===== config.mk =====
export PLATFORM = sky130hd
export DESIGN_NAME = opreq_top
export DESIGN_NICKNAME = d
export VERILOG_FILES = /design/src/hdl/opreq_pkg.sv /design/src/hdl/operand_requester_fsm.sv /design/src/hdl/opreq_top.sv /design/src/hdl/rr_arbiter.sv /design/src/hdl/vfu_write_stage.sv /design/src/hdl/vrf_arbiter.sv
export VERILOG_INCLUDE_DIRS = /design/src /design/src/hdl
export SDC_FILE = /design/constraint.sdc
export NUM_CORES = 1
export LEC_CHECK = 0
export ABC_AREA = 1
export BUFFER_PORTS_ARGS = -buffer_cell sky130_fd_sc_hd__buf_2
export CORE_AREA = 2 2 204 206
export CTS_BUF_LIST = sky130_fd_sc_hd__clkbuf_2 sky130_fd_sc_hd__clkbuf_4 sky130_fd_sc_hd__clkbuf_8
export DETAILED_ROUTE_END_ITERATION = 8
export DIE_AREA = 0 0 206 208
export PLACE_DENSITY = 0.59
export SLEW_MARGIN = 20
export SYNTH_ARGS = -nofsm -noshare
export SYNTH_HDL_FRONTEND = slang
export SYNTH_SLANG_ARGS = --single-unit

===== constraint.sdc =====
create_clock -name clk_i -period 3 [get_ports clk_i]
set_input_delay 0.45 -clock clk_i [delete_from_list [all_inputs] [get_ports clk_i]]
set_output_delay 0.45 -clock clk_i [all_outputs]
set_load 0.03 [all_outputs]

===== src/hdl/opreq_macros.svh =====
//////////////////////////////////////////////////////////////////////
// Sizing for one lane of the operand requester.
// VADDR_W must equal log2(32 registers * VREG_WORDS), and BANK_SEL_W
// must equal log2(NR_BANKS). Lengths count whole 64-bit words.
//////////////////////////////////////////////////////////////////////

`ifndef OPREQ_MACROS_SVH
`define OPREQ_MACROS_SVH

// VRF banks per lane
`define NR_BANKS 4
`define BANK_SEL_W 2

// In-flight instruction IDs
`define NR_VINSN 4

// Operand queue slots, also the credits a requester starts with
`define OPQ_DEPTH 3

// Words of one vector register inside one lane
`define VREG_WORDS 8

`define ELEN 64
`define VADDR_W 8
`define LEN_W 5

`endif


===== src/hdl/opreq_pkg.sv =====
//////////////////////////////////////////////////////////////////////
// Shared vector types for the lane operand requester.
// All widths derive from the macros header.
//////////////////////////////////////////////////////////////////////

`include "opreq_macros.svh"

package opreq_pkg;

  // One data word and its byte enables
  typedef logic [`ELEN-1:0]   elen_t;
  typedef logic [`ELEN/8-1:0] strb_t;

  // Lane word address; low bits pick the bank
  typedef logic [`VADDR_W-1:0] vaddr_t;

  // Word address inside one bank
  typedef logic [`VADDR_W-`BANK_SEL_W-1:0] bank_addr_t;

  // Instruction ID and one bit per ID
  typedef logic [$clog2(`NR_VINSN)-1:0] vid_t;
  typedef logic [`NR_VINSN-1:0]         vinsn_mask_t;

  // Register number, sized so that vs * VREG_WORDS fits a vaddr_t
  typedef logic [`VADDR_W-$clog2(`VREG_WORDS)-1:0] vreg_t;

  typedef logic [`LEN_W-1:0] len_t;

endpackage


===== src/hdl/operand_requester_fsm.sv =====
//////////////////////////////////////////////////////////////////////
// Walks one vector register a word at a time and requests reads.
// Reads are limited by credits from the operand queue, which start at
// OPQ_DEPTH. With a hazard set, one word is read per written result.
// A zero-length command is accepted and issues nothing.
//////////////////////////////////////////////////////////////////////

`timescale 1ns/1ps
`include "opreq_macros.svh"

module operand_requester_fsm (
  input  logic                   clk_i,
  input  logic                   rst_ni,
  // Command from the sequencer
  input  logic                   cmd_valid_i,
  output logic                   cmd_ready_o,
  input  opreq_pkg::vreg_t       cmd_vs_i,
  input  opreq_pkg::len_t        cmd_len_i,
  input  opreq_pkg::vinsn_mask_t cmd_hazard_i,
  // One returned credit per pulse
  input  logic                   credit_i,
  input  opreq_pkg::vinsn_mask_t vinsn_retire_i,
  input  opreq_pkg::vinsn_mask_t result_written_i,
  // VRF arbiter side
  output logic                   req_o,
  output opreq_pkg::vaddr_t      addr_o,
  input  logic                   gnt_i
);

  import opreq_pkg::*;

  localparam int unsigned CREDIT_W   = $clog2(`OPQ_DEPTH + 1);
  localparam int unsigned WORD_SEL_W = $clog2(`VREG_WORDS);

  typedef enum logic {
    IDLE,
    REQUESTING
  } state_e;

  state_e              state_d, state_q;
  vaddr_t              addr_d, addr_q;
  len_t                len_d, len_q;
  vinsn_mask_t         hazard_d, hazard_q;
  logic [CREDIT_W-1:0] credit_d, credit_q;
  logic                stall;
  logic                last_gnt;

  // Blocked while a hazard instruction wrote nothing last cycle
  assign stall = |(hazard_q & ~result_written_i);

  assign req_o  = (state_q == REQUESTING) && (credit_q != '0) && !stall;
  assign addr_o = addr_q;

  // The final grant frees the requester for the next command
  assign last_gnt    = gnt_i && (len_q == len_t'(1));
  assign cmd_ready_o = (state_q == IDLE) || last_gnt;

  always_comb begin
    state_d  = state_q;
    addr_d   = addr_q;
    len_d    = len_q;
    hazard_d = hazard_q & ~vinsn_retire_i;

    if (gnt_i) begin
      addr_d = addr_q + vaddr_t'(1);
      len_d  = len_q - len_t'(1);
      if (last_gnt) begin
        state_d = IDLE;
      end
    end

    if (cmd_valid_i && cmd_ready_o) begin
      // Register vs starts at word vs * VREG_WORDS
      addr_d   = vaddr_t'({cmd_vs_i, {WORD_SEL_W{1'b0}}});
      len_d    = cmd_len_i;
      hazard_d = cmd_hazard_i & ~vinsn_retire_i;
      state_d  = (cmd_len_i != '0) ? REQUESTING : IDLE;
    end
  end

  // One credit spent per read, one back per pulse
  assign credit_d = credit_q + CREDIT_W'(credit_i) - CREDIT_W'(gnt_i);

  always_ff @(posedge clk_i or negedge rst_ni) begin
    if (!rst_ni) begin
      state_q  <= IDLE;
      addr_q   <= '0;
      len_q    <= '0;
      hazard_q <= '0;
      credit_q <= CREDIT_W'(`OPQ_DEPTH);
    end else begin
      state_q  <= state_d;
      addr_q   <= addr_d;
      len_q    <= len_d;
      hazard_q <= hazard_d;
      credit_q <= credit_d;
    end
  end

endmodule


===== src/hdl/opreq_top.sv =====
//////////////////////////////////////////////////////////////////////
// Lane operand requester with two read queues and two write ports.
// q0 and the ALU have priority over q1 and the load unit.
// The VRF is external and must take every bank request at once.
//////////////////////////////////////////////////////////////////////

`timescale 1ns/1ps
`include "opreq_macros.svh"

module opreq_top (
  input  logic                                     clk_i,
  input  logic                                     rst_ni,
  // Queue 0, high priority
  input  logic                                     q0_cmd_valid_i,
  output logic                                     q0_cmd_ready_o,
  input  opreq_pkg::vreg_t                         q0_cmd_vs_i,
  input  opreq_pkg::len_t                          q0_cmd_len_i,
  input  opreq_pkg::vinsn_mask_t                   q0_cmd_hazard_i,
  input  logic                                     q0_credit_i,
  // Queue 1, low priority
  input  logic                                     q1_cmd_valid_i,
  output logic                                     q1_cmd_ready_o,
  input  opreq_pkg::vreg_t                         q1_cmd_vs_i,
  input  opreq_pkg::len_t                          q1_cmd_len_i,
  input  opreq_pkg::vinsn_mask_t                   q1_cmd_hazard_i,
  input  logic                                     q1_credit_i,
  input  opreq_pkg::vinsn_mask_t                   vinsn_retire_i,
  // ALU result
  input  logic                                     alu_req_i,
  input  opreq_pkg::vid_t                          alu_id_i,
  input  opreq_pkg::vaddr_t                        alu_addr_i,
  input  opreq_pkg::elen_t                         alu_wdata_i,
  input  opreq_pkg::strb_t                         alu_be_i,
  output logic                                     alu_gnt_o,
  // Load unit result
  input  logic                                     ldu_req_i,
  input  opreq_pkg::vid_t                          ldu_id_i,
  input  opreq_pkg::vaddr_t                        ldu_addr_i,
  input  opreq_pkg::elen_t                         ldu_wdata_i,
  input  opreq_pkg::strb_t                         ldu_be_i,
  output logic                                     ldu_gnt_o,
  output logic                                     ldu_final_gnt_o,
  // VRF banks
  output logic                   [`NR_BANKS-1:0]   vrf_req_o,
  output opreq_pkg::bank_addr_t  [`NR_BANKS-1:0]   vrf_addr_o,
  output logic                   [`NR_BANKS-1:0]   vrf_wen_o,
  output opreq_pkg::elen_t       [`NR_BANKS-1:0]   vrf_wdata_o,
  output opreq_pkg::strb_t       [`NR_BANKS-1:0]   vrf_be_o,
  output logic                   [`NR_BANKS-1:0]   vrf_tgt_o
);

  import opreq_pkg::*;

  vinsn_mask_t result_written;
  logic        q0_req;
  vaddr_t      q0_addr;
  logic        q0_gnt;
  logic        q1_req;
  vaddr_t      q1_addr;
  logic        q1_gnt;
  logic        buf_req;
  vaddr_t      buf_addr;
  elen_t       buf_wdata;
  strb_t       buf_be;
  logic        buf_gnt;

  operand_requester_fsm i_opreq_q0 (
    .clk_i           (clk_i),
    .rst_ni          (rst_ni),
    .cmd_valid_i     (q0_cmd_valid_i),
    .cmd_ready_o     (q0_cmd_ready_o),
    .cmd_vs_i        (q0_cmd_vs_i),
    .cmd_len_i       (q0_cmd_len_i),
    .cmd_hazard_i    (q0_cmd_hazard_i),
    .credit_i        (q0_credit_i),
    .vinsn_retire_i  (vinsn_retire_i),
    .result_written_i(result_written),
    .req_o           (q0_req),
    .addr_o          (q0_addr),
    .gnt_i           (q0_gnt)
  );

  operand_requester_fsm i_opreq_q1 (
    .clk_i           (clk_i),
    .rst_ni          (rst_ni),
    .cmd_valid_i     (q1_cmd_valid_i),
    .cmd_ready_o     (q1_cmd_ready_o),
    .cmd_vs_i        (q1_cmd_vs_i),
    .cmd_len_i       (q1_cmd_len_i),
    .cmd_hazard_i    (q1_cmd_hazard_i),
    .credit_i        (q1_credit_i),
    .vinsn_retire_i  (vinsn_retire_i),
    .result_written_i(result_written),
    .req_o           (q1_req),
    .addr_o          (q1_addr),
    .gnt_i           (q1_gnt)
  );

  vfu_write_stage i_vfu_write_stage (
    .clk_i           (clk_i),
    .rst_ni          (rst_ni),
    .ldu_req_i       (ldu_req_i),
    .ldu_id_i        (ldu_id_i),
    .ldu_addr_i      (ldu_addr_i),
    .ldu_wdata_i     (ldu_wdata_i),
    .ldu_be_i        (ldu_be_i),
    .ldu_gnt_o       (ldu_gnt_o),
    .ldu_final_gnt_o (ldu_final_gnt_o),
    .buf_req_o       (buf_req),
    .buf_addr_o      (buf_addr),
    .buf_wdata_o     (buf_wdata),
    .buf_be_o        (buf_be),
    .buf_gnt_i       (buf_gnt),
    .alu_id_i        (alu_id_i),
    .alu_gnt_i       (alu_gnt_o),
    .result_written_o(result_written)
  );

  vrf_arbiter i_vrf_arbiter (
    .clk_i      (clk_i),
    .rst_ni     (rst_ni),
    .q0_req_i   (q0_req),
    .q0_addr_i  (q0_addr),
    .q0_gnt_o   (q0_gnt),
    .q1_req_i   (q1_req),
    .q1_addr_i  (q1_addr),
    .q1_gnt_o   (q1_gnt),
    .alu_req_i  (alu_req_i),
    .alu_addr_i (alu_addr_i),
    .alu_wdata_i(alu_wdata_i),
    .alu_be_i   (alu_be_i),
    .alu_gnt_o  (alu_gnt_o),
    .buf_req_i  (buf_req),
    .buf_addr_i (buf_addr),
    .buf_wdata_i(buf_wdata),
    .buf_be_i   (buf_be),
    .buf_gnt_o  (buf_gnt),
    .vrf_req_o  (vrf_req_o),
    .vrf_addr_o (vrf_addr_o),
    .vrf_wen_o  (vrf_wen_o),
    .vrf_wdata_o(vrf_wdata_o),
    .vrf_be_o   (vrf_be_o),
    .vrf_tgt_o  (vrf_tgt_o)
  );

endmodule


===== src/hdl/rr_arbiter.sv =====
//////////////////////////////////////////////////////////////////////
// Two-input round-robin arbiter.
// The turn flips only when active_i says the grant was used.
//////////////////////////////////////////////////////////////////////

`timescale 1ns/1ps

module rr_arbiter (
  input  logic       clk_i,
  input  logic       rst_ni,
  input  logic [1:0] req_i,
  output logic [1:0] gnt_o,
  input  logic       active_i
);

  // Low means input 0 is preferred
  logic turn_q;

  assign gnt_o[0] = req_i[0] && (!turn_q || !req_i[1]);
  assign gnt_o[1] = req_i[1] && (turn_q || !req_i[0]);

  // Prefer the other input after a used grant
  always_ff @(posedge clk_i or negedge rst_ni) begin
    if (!rst_ni) begin
      turn_q <= 1'b0;
    end else if (active_i && |req_i) begin
      turn_q <= gnt_o[0];
    end
  end

endmodule


===== src/hdl/vfu_write_stage.sv =====
//////////////////////////////////////////////////////////////////////
// One-entry stream register for load results, the delayed final grant
// and the mask of instructions that wrote a result last cycle.
// The load unit may push a new word in the cycle the old one drains.
//////////////////////////////////////////////////////////////////////

`timescale 1ns/1ps

module vfu_write_stage (
  input  logic                   clk_i,
  input  logic                   rst_ni,
  // Load unit result port
  input  logic                   ldu_req_i,
  input  opreq_pkg::vid_t        ldu_id_i,
  input  opreq_pkg::vaddr_t      ldu_addr_i,
  input  opreq_pkg::elen_t       ldu_wdata_i,
  input  opreq_pkg::strb_t       ldu_be_i,
  output logic                   ldu_gnt_o,
  output logic                   ldu_final_gnt_o,
  // Buffered load word towards the VRF arbiter
  output logic                   buf_req_o,
  output opreq_pkg::vaddr_t      buf_addr_o,
  output opreq_pkg::elen_t       buf_wdata_o,
  output opreq_pkg::strb_t       buf_be_o,
  input  logic                   buf_gnt_i,
  // ALU write grant
  input  opreq_pkg::vid_t        alu_id_i,
  input  logic                   alu_gnt_i,
  output opreq_pkg::vinsn_mask_t result_written_o
);

  import opreq_pkg::*;

  vid_t        id_q;
  vinsn_mask_t written_d;

  // Room when empty or when the held word leaves this cycle
  assign ldu_gnt_o = !buf_req_o || buf_gnt_i;

  always_ff @(posedge clk_i or negedge rst_ni) begin
    if (!rst_ni) begin
      buf_req_o <= 1'b0;
    end else if (ldu_gnt_o) begin
      buf_req_o <= ldu_req_i;
    end
  end

  always_ff @(posedge clk_i) begin
    if (ldu_req_i && ldu_gnt_o) begin
      id_q        <= ldu_id_i;
      buf_addr_o  <= ldu_addr_i;
      buf_wdata_o <= ldu_wdata_i;
      buf_be_o    <= ldu_be_i;
    end
  end

  // Both write grants tagged by instruction ID
  always_comb begin
    written_d            = '0;
    written_d[alu_id_i] |= alu_gnt_i;
    written_d[id_q]     |= buf_gnt_i;
  end

  // Final grant follows the bank write by one cycle
  always_ff @(posedge clk_i or negedge rst_ni) begin
    if (!rst_ni) begin
      ldu_final_gnt_o  <= 1'b0;
      result_written_o <= '0;
    end else begin
      ldu_final_gnt_o  <= buf_gnt_i;
      result_written_o <= written_d;
    end
  end

endmodule


===== src/hdl/vrf_arbiter.sv =====
//////////////////////////////////////////////////////////////////////
// Per-bank VRF arbitration for two read queues and two write ports.
// The pair (q0, ALU) always masks the pair (q1, load buffer).
// Every bank request is acknowledged in the cycle it is driven.
//////////////////////////////////////////////////////////////////////

`timescale 1ns/1ps
`include "opreq_macros.svh"

module vrf_arbiter (
  input  logic                                     clk_i,
  input  logic                                     rst_ni,
  // Read requesters
  input  logic                                     q0_req_i,
  input  opreq_pkg::vaddr_t                        q0_addr_i,
  output logic                                     q0_gnt_o,
  input  logic                                     q1_req_i,
  input  opreq_pkg::vaddr_t                        q1_addr_i,
  output logic                                     q1_gnt_o,
  // ALU result
  input  logic                                     alu_req_i,
  input  opreq_pkg::vaddr_t                        alu_addr_i,
  input  opreq_pkg::elen_t                         alu_wdata_i,
  input  opreq_pkg::strb_t                         alu_be_i,
  output logic                                     alu_gnt_o,
  // Buffered load result
  input  logic                                     buf_req_i,
  input  opreq_pkg::vaddr_t                        buf_addr_i,
  input  opreq_pkg::elen_t                         buf_wdata_i,
  input  opreq_pkg::strb_t                         buf_be_i,
  output logic                                     buf_gnt_o,
  // Banks
  output logic                   [`NR_BANKS-1:0]   vrf_req_o,
  output opreq_pkg::bank_addr_t  [`NR_BANKS-1:0]   vrf_addr_o,
  output logic                   [`NR_BANKS-1:0]   vrf_wen_o,
  output opreq_pkg::elen_t       [`NR_BANKS-1:0]   vrf_wdata_o,
  output opreq_pkg::strb_t       [`NR_BANKS-1:0]   vrf_be_o,
  output logic                   [`NR_BANKS-1:0]   vrf_tgt_o
);

  import opreq_pkg::*;

  // Grants seen by each requester, one bit per bank
  logic [`NR_BANKS-1:0] q0_gnt;
  logic [`NR_BANKS-1:0] q1_gnt;
  logic [`NR_BANKS-1:0] alu_gnt;
  logic [`NR_BANKS-1:0] buf_gnt;

  //////////////////////////////////////////////////////////////////////
  // Bank arbitration
  //////////////////////////////////////////////////////////////////////

  for (genvar b = 0; b < `NR_BANKS; b++) begin : gen_bank
    logic [1:0] hp_req;
    logic [1:0] hp_gnt;
    logic [1:0] lp_req;
    logic [1:0] lp_gnt;
    logic [1:0] lp_gnt_m;
    logic       hp_any;
    bank_addr_t addr_mux;
    logic       wen_mux;
    elen_t      wdata_mux;
    strb_t      be_mux;
    logic       tgt_mux;

    // Bank is picked by the low address bits
    assign hp_req[0] = q0_req_i && (q0_addr_i[`BANK_SEL_W-1:0] == `BANK_SEL_W'(b));
    assign hp_req[1] = alu_req_i && (alu_addr_i[`BANK_SEL_W-1:0] == `BANK_SEL_W'(b));
    assign lp_req[0] = q1_req_i && (q1_addr_i[`BANK_SEL_W-1:0] == `BANK_SEL_W'(b));
    assign lp_req[1] = buf_req_i && (buf_addr_i[`BANK_SEL_W-1:0] == `BANK_SEL_W'(b));

    assign hp_any = |hp_req;

    rr_arbiter i_hp_arbiter (
      .clk_i   (clk_i),
      .rst_ni  (rst_ni),
      .req_i   (hp_req),
      .gnt_o   (hp_gnt),
      .active_i(1'b1)
    );

    // Low pair keeps its turn while masked
    rr_arbiter i_lp_arbiter (
      .clk_i   (clk_i),
      .rst_ni  (rst_ni),
      .req_i   (lp_req),
      .gnt_o   (lp_gnt),
      .active_i(!hp_any)
    );

    assign lp_gnt_m = lp_gnt & {2{!hp_any}};

    assign q0_gnt[b]  = hp_gnt[0];
    assign alu_gnt[b] = hp_gnt[1];
    assign q1_gnt[b]  = lp_gnt_m[0];
    assign buf_gnt[b] = lp_gnt_m[1];

    // Winner payload; reads carry no data
    always_comb begin
      addr_mux  = '0;
      wen_mux   = 1'b0;
      wdata_mux = '0;
      be_mux    = '0;
      tgt_mux   = 1'b0;
      if (hp_gnt[0]) begin
        addr_mux = q0_addr_i[`VADDR_W-1:`BANK_SEL_W];
      end else if (hp_gnt[1]) begin
        addr_mux  = alu_addr_i[`VADDR_W-1:`BANK_SEL_W];
        wen_mux   = 1'b1;
        wdata_mux = alu_wdata_i;
        be_mux    = alu_be_i;
      end else if (lp_gnt_m[0]) begin
        addr_mux = q1_addr_i[`VADDR_W-1:`BANK_SEL_W];
        tgt_mux  = 1'b1;
      end else if (lp_gnt_m[1]) begin
        addr_mux  = buf_addr_i[`VADDR_W-1:`BANK_SEL_W];
        wen_mux   = 1'b1;
        wdata_mux = buf_wdata_i;
        be_mux    = buf_be_i;
      end
    end

    assign vrf_req_o[b]   = hp_any || (|lp_req);
    assign vrf_addr_o[b]  = addr_mux;
    assign vrf_wen_o[b]   = wen_mux;
    assign vrf_wdata_o[b] = wdata_mux;
    assign vrf_be_o[b]    = be_mux;
    assign vrf_tgt_o[b]   = tgt_mux;
  end

  //////////////////////////////////////////////////////////////////////
  // Grant collection
  //////////////////////////////////////////////////////////////////////

  assign q0_gnt_o  = |q0_gnt;
  assign q1_gnt_o  = |q1_gnt;
  assign alu_gnt_o = |alu_gnt;
  assign buf_gnt_o = |buf_gnt;

endmodule


# Word level (Yosys, flattened, before mapping)
# Index checks and enable logic that the tools add are counted.
# totals
regBits,136
output_inout_bits,329
in_bits,204
wordCells,300
# op_classes
n_reduce_logical,129
add_sub_neg,8
bitwise_logic,17
n_eq_ne,14
n_lt_le_gt_ge,4
muxes,103
# ops
cell,count
2-to-1 mux 64 bit,16
2-to-1 mux 8 bit,20
2-to-1 mux 6 bit,16
logical AND 1 bit,47
2-to-1 mux 1 bit,40
zero test 1 bit,31
AND 4 bit,7
OR reduction 4 bit,6
logical OR 1 bit,23
2-to-1 mux 5 bit,4
"adder 8 x 1 -> 8 bit, second input constant",2
"equality test 2 bit, second input constant",8
OR reduction 2 bit,8
nonzero test 2 bit,6
"equality test 5 x 1 -> 1 bit, second input constant",2
nonzero test 5 bit,2
"subtractor 5 x 1 -> 5 bit, second input constant",2
AND 2 bit,4
"equality test 2 x 1 -> 1 bit, second input constant",4
zero test 2 bit,4
2-to-1 mux 4 bit,2
inverter 4 bit,2
"less-than comparator 2 x 3 -> 1 bit, second input constant",2
adder 2 x 1 -> 2 bit,2
8 further kinds,15

# Longest topological paths before layout
# depth
depth_word,16
depth_mapped,15
depth_no_buf,15

# Cells and area by module
# Synthesis repeated with hierarchy kept, for this count alone.
# hier_totals
hier_cells,1833
area_unflattened_um2,11756.3
# modules_own_cells
mod,n_inst,area_per_inst_um2,cells_each,seq_area_each_um2
vrf_arbiter,1,6148.4,1349,0.0
vfu_write_stage,1,2755.1,120,2612.5
operand_requester_fsm,2,1186.1,150,503.0
rr_arbiter,8,60.1,8,25.0

# Worst setup path before layout
# No wires, ideal clock.
# synth_path
path_type,reg2reg
start,register i_opreq_q0.addr_q[0] (netlist: i_opreq_q0.addr_o[0])
end,"register i_vfu_write_stage.buf_addr_o[0], enable pin"
synth_period_minus_slack_ns,3.584
arrival_time_ns,3.149
setup_time_ns,0.436
stages_incl_launch_ff,12
required_time_ns,2.564
slack_ns,-0.584
path_cell_list,dfrtp_1 > inv_1 > ha_1 > nand3_1 > nand2_2 > inv_1 > nand3b_1 > nand2_1 > nor2_1 > nand2_1 > nand2_1 > inv_1
# synth_via
elab_chain_len,8
word_cells_on_any_way,23
classes_between,eq/ne (3); bitwise (4); reduce/logical (16)
# synth_rtl
item,line,text
start: declaration,operand_requester_fsm.sv:41,"vaddr_t addr_d, addr_q;"
start signal: assignment,operand_requester_fsm.sv:93,addr_q <= addr_d;
equality test 2 bit (tied with other cells),vrf_arbiter.sv:67,assign hp_req[0] = q0_req_i && (q0_addr_i[`BANK_SEL_W-1:0] == `BANK_SEL_W'(b));
logical AND 1 bit,vrf_arbiter.sv:67,
OR reduction 2 bit,vrf_arbiter.sv:72,assign hp_any = |hp_req;
zero test 1 bit,vrf_arbiter.sv:91,assign lp_gnt_m = lp_gnt & {2{!hp_any}};
AND 2 bit,vrf_arbiter.sv:91,
OR reduction 4 bit (*),vrf_arbiter.sv:138,assign buf_gnt_o = |buf_gnt;
logical OR 1 bit (*),vfu_write_stage.sv:38,assign ldu_gnt_o = !buf_req_o || buf_gnt_i;
named net ldu_gnt_o,opreq_top.sv:41,"output logic ldu_gnt_o,"
logical AND 1 bit (*),vfu_write_stage.sv:49,if (ldu_req_i && ldu_gnt_o) begin
end signal: assignment,vfu_write_stage.sv:51,buf_addr_o <= ldu_addr_i;
end: declaration,vfu_write_stage.sv:22,"output opreq_pkg::vaddr_t buf_addr_o,"
# Mark *: on every way through the listed nets, which the timed path passes. The rest lies on a longest branch.
# A chain may end at the register's enable or synchronous reset.

==> impl_metrics.toml <==
[sta]
max_slew.worst_pin.slew_ps = 850
final_hold_viol_count = 0
setup-tns-final_ps = -19890
relSlewSlack_pct = 43.3
worst_slack_ps = -158
layout_worst_path_cycle_share_pct = 105
finalCriticalPeriod_ps = 3160
drv_slew = 0
grt_setup_unrepaired = "yes"
clock.fmax_mhz = 317
finalSetupViolCount = 265
fin_worst_skew_ps = 16.4

[critical_path]
critPathLaunchType = "flip-flop"
critical_path_peak_fanout = 9
worstPathArrival_ps = 2710
cp.required_ps = 2550
crit_type = "reg2out"
worst_setup_path_end_kind = "primary output"

[clocking]
cts_max_path_buffers = 2
clock_network_latency_to_the_later_pin_of_the_worst_skew_pair_ps = 490
clockRootBuffer = "clkbuf_8"
tritoncts = "done"
cts_inserted_buffers = 17
path_clk_slew_ps = 90
clkSinkCount = 136
ctsHtreeMaxLevel = 4

[floorplan]
start_util_pct = 25.1
floorplan.die.width_microns = 206
io_pins = 533
rows = 74
floorplan.die_area_sq_mm = 0.0428
die_height_microns = 208
core_area_sq_mm = 0.0406

[route]
drt-pass1-iter-count = 6
remaining_drc_errors = 0
drtIter0Drc = 1690
total_via_count_after_detailed_routing = 13400
postRouteAntennaNets = 0
postRouteWirelength_mm = 61.3
wl_per_cell_microns = 26.5
detail_route.vias_per_cell = 5.80

[placed_design]
cell_total_after_placement = 2196
io_buffers = 532
routability_cong = 0.903
post-dp-hpwl_mm = 37.6

[finish]
finish.net_count = 1984
number_of_standard_cells_in_the_final_layout_excluding_fillers = 2313
area_growth_pct = 77.8
layout-drive-gt1-share_pct = 54.1
nFillCells = 3866
total_area_of_multi_input_combinational_cells_sq_mm = 0.00684
final-seq-area_sq_mm = 0.00382

[power_and_ir_drop]
power.density_cell_area_mw_per_mm2 = 1100
max-vdd-ir-drop_mv = 1.39
power_leakage_nw = 8.37

[outcome]
violations_in_the_final_reports = "setup timing"
outcome = "finished with violations"

[yosys]
synth.cell_area_sq_mm = 0.0102
postSynthNetCount = 1422
synthDistinctLibCells = 39
yosys_warnings = 0
synth-seq-area-share_pct = 37.5
netlist_instances = 1202
synth_area_per_cell_sq_um = 8.48
synth_seq_cells = 136

[min_path]
min_path_type = "in2reg"

[global_routing]
antenna_found_initial = 5
global_route.overflow_total = 0
first_global_vias = 12600
grt_start_max_net_pins = 83
grt_util_all_layers_pct = 25.9
grt_pass1_wl_mm = 82.4

[job]
timing.max_cap.violations = 0
-- cell usage after synthesis --
cell	count	area share, %
a21boi_2	1	0.11
a21o_1	1	0.074
a21oi_1	9	0.44
a221oi_1	288	25
buf_1	2	0.074
buf_2	39	1.9
buf_4	11	0.81
buf_6	2	0.22
clkbuf_1	61	2.2
clkinv_1	2	0.074
dfrtp_1	50	12
dfstp_2	4	1.0
edfxtp_1	82	24
ha_1	16	2.0
inv_1	217	8.0
inv_2	6	0.22
inv_4	1	0.061
nand2_1	157	5.8
nand2_2	9	0.55
nand2_4	2	0.22
nand3_1	65	3.2
nand3_2	1	0.098
nand3b_1	8	0.59
nand4_1	8	0.49
nand4_2	4	0.49
nor2_1	44	1.6
nor2_2	5	0.31
nor2_4	6	0.66
nor2_8	1	0.20
nor3_1	14	0.69
nor3_2	1	0.098
nor3_4	3	0.48
nor3b_1	2	0.15
o2111ai_1	22	1.9
o211ai_1	17	1.3
o21ai_0	15	0.74
o21ai_1	3	0.15
xnor2_1	7	0.60
xor2_1	16	1.4
-- final timing paths --
| check | cells past startpoint | to | slack, ps | startpoint |
|---|---|---|---|---|
| worst max-delay path | 10 | vrf_wdata_o[212] | -160 | i_opreq_q0.addr_o[0] |
| worst min-delay path | 1 | i_vfu_write_stage.buf_addr_o[5] | 130 | ldu_addr_i[5] |
| worst max register to register | 16 | i_vfu_write_stage.buf_be_o[0] | 420 | i_opreq_q0.credit_q[1] |
| worst min register to register | 2 | i_vrf_arbiter.gen_bank[0].i_hp_arbiter.turn_q | 490 | i_vrf_arbiter.gen_bank[0].i_hp_arbiter.turn_q |
| max in group asynchronous | 3 | i_opreq_q1.credit_q[1] | 1710 | rst_ni |
| min in group asynchronous | 2 | i_opreq_q0.addr_o[6] | 490 | rst_ni |
-- routing by layer --
| metal | vias to the layer above | routed length [microns] | share of wire (%) | global-route usage [%] |
|---|---|---|---|---|
| li1 | 5688 | - | - | - |
| met1 | 6506 | 22900 | 37 | 31.0 |
| met2 | 990 | 29200 | 48 | 43.5 |
| met3 | 230 | 5820 | 9.5 | 6.78 |
| met4 | 4 | 3290 | 5.4 | 11.2 |
| met5 | - | 27 | 0.044 | 0 |
-- area by class of cell --
class | count | share of cell area [%]
Clock buffer | 24 | 1.65
Tap cell | 532 | 3.67
Sequential cell | 136 | 21.1
Inverter | 226 | 4.80
Antenna cell | 4 | 0.0552
Multi-Input combinational cell | 725 | 37.7
Clock inverter | 8 | 0.808
Timing Repair Buffer | 658 | 30.2
-- placed cells by master, fill, tap and decap left out, types with 15 or more instances in the layout --
master,n
clkbuf_8,19
buf_16,21
inv_2,15
a221oi_2,117
nand3_1,57
o2111ai_1,20
o211ai_1,17
nor2_1,40
buf_6,58
buf_4,264
xor2_1,16
nand2_1,135
nand2_2,21
a221oi_1,130
buf_2,275
inv_1,198
edfxtp_1,82
buf_12,21
a221oi_4,41
dfrtp_1,50
-- worst max-delay path, stage by stage (launching register included) --
cell and delay, ps:
dfrtp_1 420, ha_2 240, nand3_4 120, nand2_4 80
nor3_4 280, nor2_4 90, buf_12 140, clkbuf_16 170
clkbuf_16 180, a221oi_1 270, buf_4 230
-- kinds of logic (layout without fill, tap and decap cells) --
family                     after synthesis  in the layout  share of synthesized area [%]
buffers and inverters                  341            916                           13.6
AOI/OAI and AO/OA                      356            356                           29.4
DFF                                    136            136                           37.5
other                                    0              4                              0
adders and majority gates               16             16                           1.96
xor gates and xnor gates                23             23                           1.98
and+or+nand+nor                        330            330                           15.6
-- what timing repair did --
action / CTS / global route
hold buffers: 1 / 0
setup buffers: 38 / 17
endpoints found under the setup margin: 302 / 317
hold endpoints to repair: 20 / 0
gates cloned: 19 / 13
gates resized for setup: 363 / 278
pin swaps: 14 / 20
-- per-stage QoR --
stage	power [mW]	worst slack, ps	cell area [sq um]	hold slack, ps	utilization [%]
after detailed placement	14.0	-252	13700	473	33.7
final	19.9	-158	18100	126	44.7
after CTS	18.0	-138	16300	78.3	40.3
after floorplan	10.5	-220	10300	154	-
after global routing	20.8	-291	18100	90.7	44.7
after global placement	13.8	-244	13700	467	33.7
-- sequential cells by signal, summed over array words and instances, names as in the netlist, 4 cells and up --
register,count
i_vfu_write_stage.buf_wdata_o,64
i_opreq_q0.addr_o,8
i_opreq_q1.addr_o,8
i_vfu_write_stage.buf_addr_o,8
i_vfu_write_stage.buf_be_o,8
i_opreq_q0.len_q,5
i_opreq_q1.len_q,5
i_opreq_q0.hazard_q,4
i_opreq_q1.hazard_q,4
i_vfu_write_stage.result_written_o,4
i_vrf_arbiter.gen_bank.i_hp_arbiter.turn_q,4
i_vrf_arbiter.gen_bank.i_lp_arbiter.turn_q,4
-- power breakdown --
part | switching (mW) | internal, mW
clock network | 0.803 | 0.995
registers | 0.426 | 2.77
logic | 9.35 | 5.57
(Power assumes the default switching activity.)
